==> src/mem_pkg.sv <==
/*
 * Shared definitions for the memory subsystem.
 * Cache geometry, address fields, bus word and line types, and the
 * address slicing helpers used by both caches.
 */

`default_nettype none

package mem_pkg;

	localparam int NUM_LINES      = 16;
	localparam int WORDS_PER_LINE = 16;
	localparam int SRAM_WORDS     = 4096;
	localparam int SRAM_ADDR_BITS = $clog2(SRAM_WORDS);

	// Address split: [31 tag 10] [9 line 6] [5 word 2] [1 byte 0].
	localparam int TAG_LSB  = 10;
	localparam int LINE_LSB = 6;
	localparam int WORD_LSB = 2;

	typedef logic [31:0]                word_t;
	typedef logic [31:TAG_LSB]          tag_t;
	typedef logic [3:0]                 line_idx_t;
	typedef logic [3:0]                 word_idx_t;
	typedef word_t [WORDS_PER_LINE-1:0] line_t;

	// Bus owner, 0 is the instruction cache.
	typedef logic master_sel_t;
	localparam master_sel_t MASTER_I = 1'b0;
	localparam master_sel_t MASTER_D = 1'b1;

	function automatic tag_t addr_tag(input word_t a);
		return a[31:TAG_LSB];
	endfunction

	function automatic line_idx_t addr_line(input word_t a);
		return a[TAG_LSB-1:LINE_LSB];
	endfunction

	function automatic word_idx_t addr_word(input word_t a);
		return a[LINE_LSB-1:WORD_LSB];
	endfunction

	function automatic word_t line_base(input word_t a);
		return {a[31:LINE_LSB], {LINE_LSB{1'b0}}};
	endfunction

endpackage

`default_nettype wire

==> src/mem_bus_if.sv <==
/*
 * One master port of the internal memory bus.
 * The cache drives the command through the master modport, the arbiter
 * answers through the slave modport.
 */

`default_nettype none

interface mem_bus_if
	import mem_pkg::*;
();

	// Master side.
	logic  req;
	logic  rd;
	logic  wr;
	word_t addr;
	word_t wdata;

	// Arbiter and slave side.
	logic  ack;
	logic  ready;
	word_t rdata;

	modport master (output req, rd, wr, addr, wdata, input ack, ready, rdata);
	modport slave (input req, rd, wr, addr, wdata, output ack, ready, rdata);
	modport monitor (input req, rd, wr, addr, wdata, ack, ready, rdata);

endinterface

`default_nettype wire

==> src/bus_arbiter.sv <==
/*
 * Arbiter for the single memory bus shared by the two caches.
 * The grant is registered and held while the owner keeps requesting.
 * When the bus goes idle it parks on the master that was not served last.
 */

`default_nettype none

module bus_arbiter
	import mem_pkg::*;
(
	input  logic     clk,
	input  logic     rst_n,
	mem_bus_if.slave ibus,
	mem_bus_if.slave dbus,
	output word_t    mem_addr,
	output logic     mem_rd,
	output logic     mem_wr,
	output word_t    mem_wdata,
	input  word_t    mem_rdata,
	input  logic     mem_ready
);

	master_sel_t owner;
	master_sel_t last_owner;
	logic        sel_i;
	logic        owner_req;
	logic        other_req;

	assign sel_i     = (owner == MASTER_I);
	assign owner_req = sel_i ? ibus.req : dbus.req;
	assign other_req = sel_i ? dbus.req : ibus.req;

	// ********************
	// Grant register
	// ********************
	always_ff @(posedge clk or negedge rst_n) begin
		if (!rst_n) begin
			owner      <= MASTER_I;
			last_owner <= MASTER_D;
		end else if (owner_req) begin
			last_owner <= owner;
		end else if (other_req) begin
			owner <= ~owner;
		end else begin
			// Idle, so park on the master not served last.
			owner <= ~last_owner;
		end
	end

	assign ibus.ack = sel_i && ibus.req;
	assign dbus.ack = !sel_i && dbus.req;

	// Command from the owner only.
	assign mem_addr  = sel_i ? ibus.addr : dbus.addr;
	assign mem_rd    = sel_i ? ibus.rd : dbus.rd;
	assign mem_wr    = sel_i ? ibus.wr : dbus.wr;
	assign mem_wdata = sel_i ? ibus.wdata : dbus.wdata;

	// Responses go back to the owner only.
	assign ibus.rdata = sel_i ? mem_rdata : '0;
	assign ibus.ready = sel_i && mem_ready;
	assign dbus.rdata = sel_i ? '0 : mem_rdata;
	assign dbus.ready = !sel_i && mem_ready;

endmodule

`default_nettype wire

==> src/flat_wrapper.sv <==
// flat-port wrapper written by rule: the top's interface ports become plain ports
module bus_arbiter_flat import mem_pkg::*;
  (clk, rst_n, mem_addr, mem_rd, mem_wr, mem_wdata, mem_rdata, mem_ready, ibus_req, ibus_rd, ibus_wr, ibus_addr, ibus_wdata, ibus_ack, ibus_ready, ibus_rdata, dbus_req, dbus_rd, dbus_wr, dbus_addr, dbus_wdata, dbus_ack, dbus_ready, dbus_rdata);
  mem_bus_if ibus_i ();
  mem_bus_if dbus_i ();
  input  logic clk;
  input  logic rst_n;
  output word_t mem_addr;
  output logic mem_rd;
  output logic mem_wr;
  output word_t mem_wdata;
  input  word_t mem_rdata;
  input  logic mem_ready;
  input wire logic [$bits(ibus_i.req)-1:0] ibus_req;
  input wire logic [$bits(ibus_i.rd)-1:0] ibus_rd;
  input wire logic [$bits(ibus_i.wr)-1:0] ibus_wr;
  input wire logic [$bits(ibus_i.addr)-1:0] ibus_addr;
  input wire logic [$bits(ibus_i.wdata)-1:0] ibus_wdata;
  output wire logic [$bits(ibus_i.ack)-1:0] ibus_ack;
  output wire logic [$bits(ibus_i.ready)-1:0] ibus_ready;
  output wire logic [$bits(ibus_i.rdata)-1:0] ibus_rdata;
  input wire logic [$bits(dbus_i.req)-1:0] dbus_req;
  input wire logic [$bits(dbus_i.rd)-1:0] dbus_rd;
  input wire logic [$bits(dbus_i.wr)-1:0] dbus_wr;
  input wire logic [$bits(dbus_i.addr)-1:0] dbus_addr;
  input wire logic [$bits(dbus_i.wdata)-1:0] dbus_wdata;
  output wire logic [$bits(dbus_i.ack)-1:0] dbus_ack;
  output wire logic [$bits(dbus_i.ready)-1:0] dbus_ready;
  output wire logic [$bits(dbus_i.rdata)-1:0] dbus_rdata;
  assign ibus_i.req = ibus_req;
  assign ibus_i.rd = ibus_rd;
  assign ibus_i.wr = ibus_wr;
  assign ibus_i.addr = ibus_addr;
  assign ibus_i.wdata = ibus_wdata;
  assign ibus_ack = ibus_i.ack;
  assign ibus_ready = ibus_i.ready;
  assign ibus_rdata = ibus_i.rdata;
  assign dbus_i.req = dbus_req;
  assign dbus_i.rd = dbus_rd;
  assign dbus_i.wr = dbus_wr;
  assign dbus_i.addr = dbus_addr;
  assign dbus_i.wdata = dbus_wdata;
  assign dbus_ack = dbus_i.ack;
  assign dbus_ready = dbus_i.ready;
  assign dbus_rdata = dbus_i.rdata;
  bus_arbiter u_core (.clk(clk), .rst_n(rst_n), .ibus(ibus_i), .dbus(dbus_i), .mem_addr(mem_addr), .mem_rd(mem_rd), .mem_wr(mem_wr), .mem_wdata(mem_wdata), .mem_rdata(mem_rdata), .mem_ready(mem_ready));
endmodule
==> config.mk <==
export PLATFORM = sky130hd
export DESIGN_NAME = bus_arbiter_flat
export DESIGN_NICKNAME = d
export VERILOG_FILES = /design/src/mem_pkg.sv /design/src/mem_bus_if.sv /design/src/bus_arbiter.sv /design/src/flat_wrapper.sv
export SDC_FILE = /design/constraint.sdc
export NUM_CORES = 1
export LEC_CHECK = 0
export BUFFER_PORTS_ARGS = -buffer_cell sky130_fd_sc_hd__buf_2
export CORE_AREA = 2 2 118 120
export DETAILED_ROUTE_END_ITERATION = 10
export DIE_AREA = 0 0 120 122
export HOLD_SLACK_MARGIN = 0.05
export SYNTH_ARGS = -nofsm -noshare
export SYNTH_HDL_FRONTEND = slang
export SYNTH_SLANG_ARGS = --single-unit
==> constraint.sdc <==
create_clock -name clk -period 1 [get_ports clk]
set_input_delay 0.15 -clock clk [delete_from_list [all_inputs] [get_ports clk]]
set_output_delay 0.15 -clock clk [all_outputs]
set_load 0.01 [all_outputs]
==> metrics.yaml <==
slew_violations: 0
setup_viol: 135
place_area_um2: 3420
swShare_pct: 35.6
routedWlPerCell_um: 13.0
crit_family: "flip-flops"
netlist.area_leader.share_pct: 52.8
finClkSkew_ns: 0.00328
period_minus_slack_ns: 1.61
whs_ns: 0.128
grt_usage_pct: 9.01
power.internal_mw: 2.53
syn_nets: 325
power-per-cell-area_nw_per_um2: 972
critPathCaptureType: "output pin"
die_h_um: 122
diodes: 0
dr.pass1.iters: 4
synth.cell_area_um2: 1410
critPathMaxStageDelay_ns: 0.49
rows: 43
cts_root_buffer: "clkbuf_16"
vias: 2397
cp.arrival_ns: 1.46
final_layout_size_suffix_gt1_share_pct: 94.7
postLayoutCellArea_um2: 4040
clkPwrFrac_pct: 15.8
synthToLayoutAreaGrowth_pct: 187
numCtsBuffers: 3
drc: 0
overflow: 0
grt_pass1_wl_mm: 10.5
synth_edf_count: 0
core_um2: 13500
ys_types: 16
ant_nets: 0
ys_ff_latch: 2
yosysMostFrequentCell: "mux2_2"
grt_pass1_vias: 2203
p_switching_mw: 1.40
power_leakage_nw: 2.23
cp-start-kind: "flip-flop"
max_slew_margin_pct: 89.1
async_flop_share_pct: 100
final.setup.worst_slack_ns: -0.607
dieArea_um2: 14600
worstPathMaxFanout: 8
placed_cells: 637
r2r-start: "u_core.owner"
critPathBufInv: 3
ys_seq_area_share_pct: 3.64
yosysWarnings: 0
cp_data_required_time_ns: 0.85
yosys-top-cells-area: "mux2_2 (53%), and2_1 (15%), nor2b_1 (13%)"
power_frac_seq_pct: 3.0
synth.top_cells.by_count: "mux2_2 (66), and2_1 (33), nor2b_1 (29)"
cts_htree_levels: 1
fillers: 1461
yosysTopAreaCell: "mux2_2"
min_path_type: "in -> reg"
crit_start: "u_core.owner"
worstPathCellList: "buf_12 > buf_16 > mux2_4 > buf_6"
avgSynthCellArea_um2: 9.03
status: "finished, violations left"
grt_setup_unrepaired: "true"
synthCells: 156
final_cells: 649
initial_core_util_pct: 10.4
maxCapViolCount: 0
cpMaxStageDelayCell: "dfrtp_4"
min_from: "ibus_req"
finalCritPeriodShare_pct: 161
layout.nets: 639
cts_tree: "yes"
routed_wl_mm: 8.41
insertion_delay_ns: 0.22
ir_worst_vdd_mv: 0.649
grt_start_max_net_pins: 30
die_x_um: 120
clkTransAtPathRegs_ns: 0.03
combPwrFrac_pct: 81.2
path_class: "reg -> out"
cts_buffer_depth: 2
port_buffers: 302
dp_hpwl_mm: 6.44
ios: 303
place_congestion: 0.757
routed_via_density: 3.69
hold_viol_final: 0
synth-main-ff-cell: "dfstp_2"
worst_slew_pin_slew_ns: 0.162
cts_num_sinks: 2
max_freq_ghz: 0.622
antenna_found_initial: 0
violations: "negative setup slack"
drt-initial-drc-count: 23
[worst register-to-register path, stage by stage, from the launching register on]
cell       delay, ns
dfrtp_4         0.49
buf_4           0.16
buf_6           0.13
nand2_2         0.06
a2bb2oi_1       0.06
[cell type report]
class	count	area [µm²]	share of cell area [%]
tap	180	225	5.57
multi-input combinational	137	1470	36.4
clock buffer	4	78.8	1.95
inverter	2	7.51	0.186
sequential	2	55.1	1.36
timing repair buffer	324	2200	54.5
[stage by stage]
stage	utilization (%)	power, mW	setup TNS, ns	setup slack, ns
floorplan	-	1.75	-11.33	-0.128
global placement	25.3	2.69	-36.47	-0.348
detailed placement	25.3	2.72	-41.03	-0.402
CTS	27.3	3.60	-75.29	-0.639
global route	29.9	4.15	-79.10	-0.640
finish	29.9	3.93	-73.95	-0.607
[flip-flops by register name (all words and copies together) (netlist names)]
register and cells:
u_core.owner 1, u_core.last_owner 1
[what timing repair did]
action                                  in CTS  in global routing
endpoints found under the setup margin     134                135
hold buffers                                 1                  0
gates cloned                                 2                  2
resized for setup                           21                 53
setup buffers                                3                  0
endpoints found under the hold margin        2                  0
[cell families (layout without fill, tap and decap cells)]
kind of cell / Yosys count / count (layout) / share of synthesized area, %
and+or+nand+nor: 68 / 68 / 30.6
DFF: 2 / 2 / 3.64
buffers and inverters: 17 / 330 / 11.6
muxes: 66 / 66 / 52.8
AOI/OAI and AO/OA: 3 / 3 / 1.33
[cell usage in the layout (no fill, tap or decap)]
cell,synthesis,final
inv_1,2,2
clkbuf_16,0,5
buf_4,0,4
nor2b_1,29,4
buf_12,1,5
mux2_4,0,8
dlygate4sd3_1,0,1
dfrtp_4,0,1
o21ai_0,2,2
and2_1,33,9
nor2b_4,0,25
a2bb2oi_1,1,1
buf_16,0,2
buf_2,4,247
dfstp_2,1,1
and2b_1,5,5
nand2_2,1,1
buf_6,2,60
mux2_2,66,58
clkbuf_1,0,1
and2_4,0,24
buf_8,1,3
[final timing paths]
| check | end | slack (ns) | cells past startpoint |
|---|---|---|---|
| setup reg to reg | u_core.owner | -0.02 | 4 |
| max in group asynchronous | u_core.last_owner | 0.55 | 2 |
| setup / recovery | mem_wr | -0.61 | 4 |
| hold / removal | u_core.owner | 0.13 | 2 |
| min in group asynchronous | u_core.owner | 0.26 | 2 |
| hold reg to reg | u_core.last_owner | 0.51 | 2 |
[layer usage]
layer  track usage [%]  up-vias  share of wire (%)
met5                 0        -                  0
met4              2.28        0               0.71
met2              17.6      150                 54
li1                  -     1161                  -
met1              10.1     1080                 37
met3              1.36        6                8.1
[power groups by stage]
stage	registers, mW	logic, mW	clock network, mW
after floorplan	0.107	1.64	0
final	0.117	3.19	0.621
after CTS	0.113	2.85	0.636
after detailed placement	0.130	2.59	0
after global placement	0.126	2.56	0
after global routing	0.120	3.39	0.646
(Power assumes the default switching activity.)
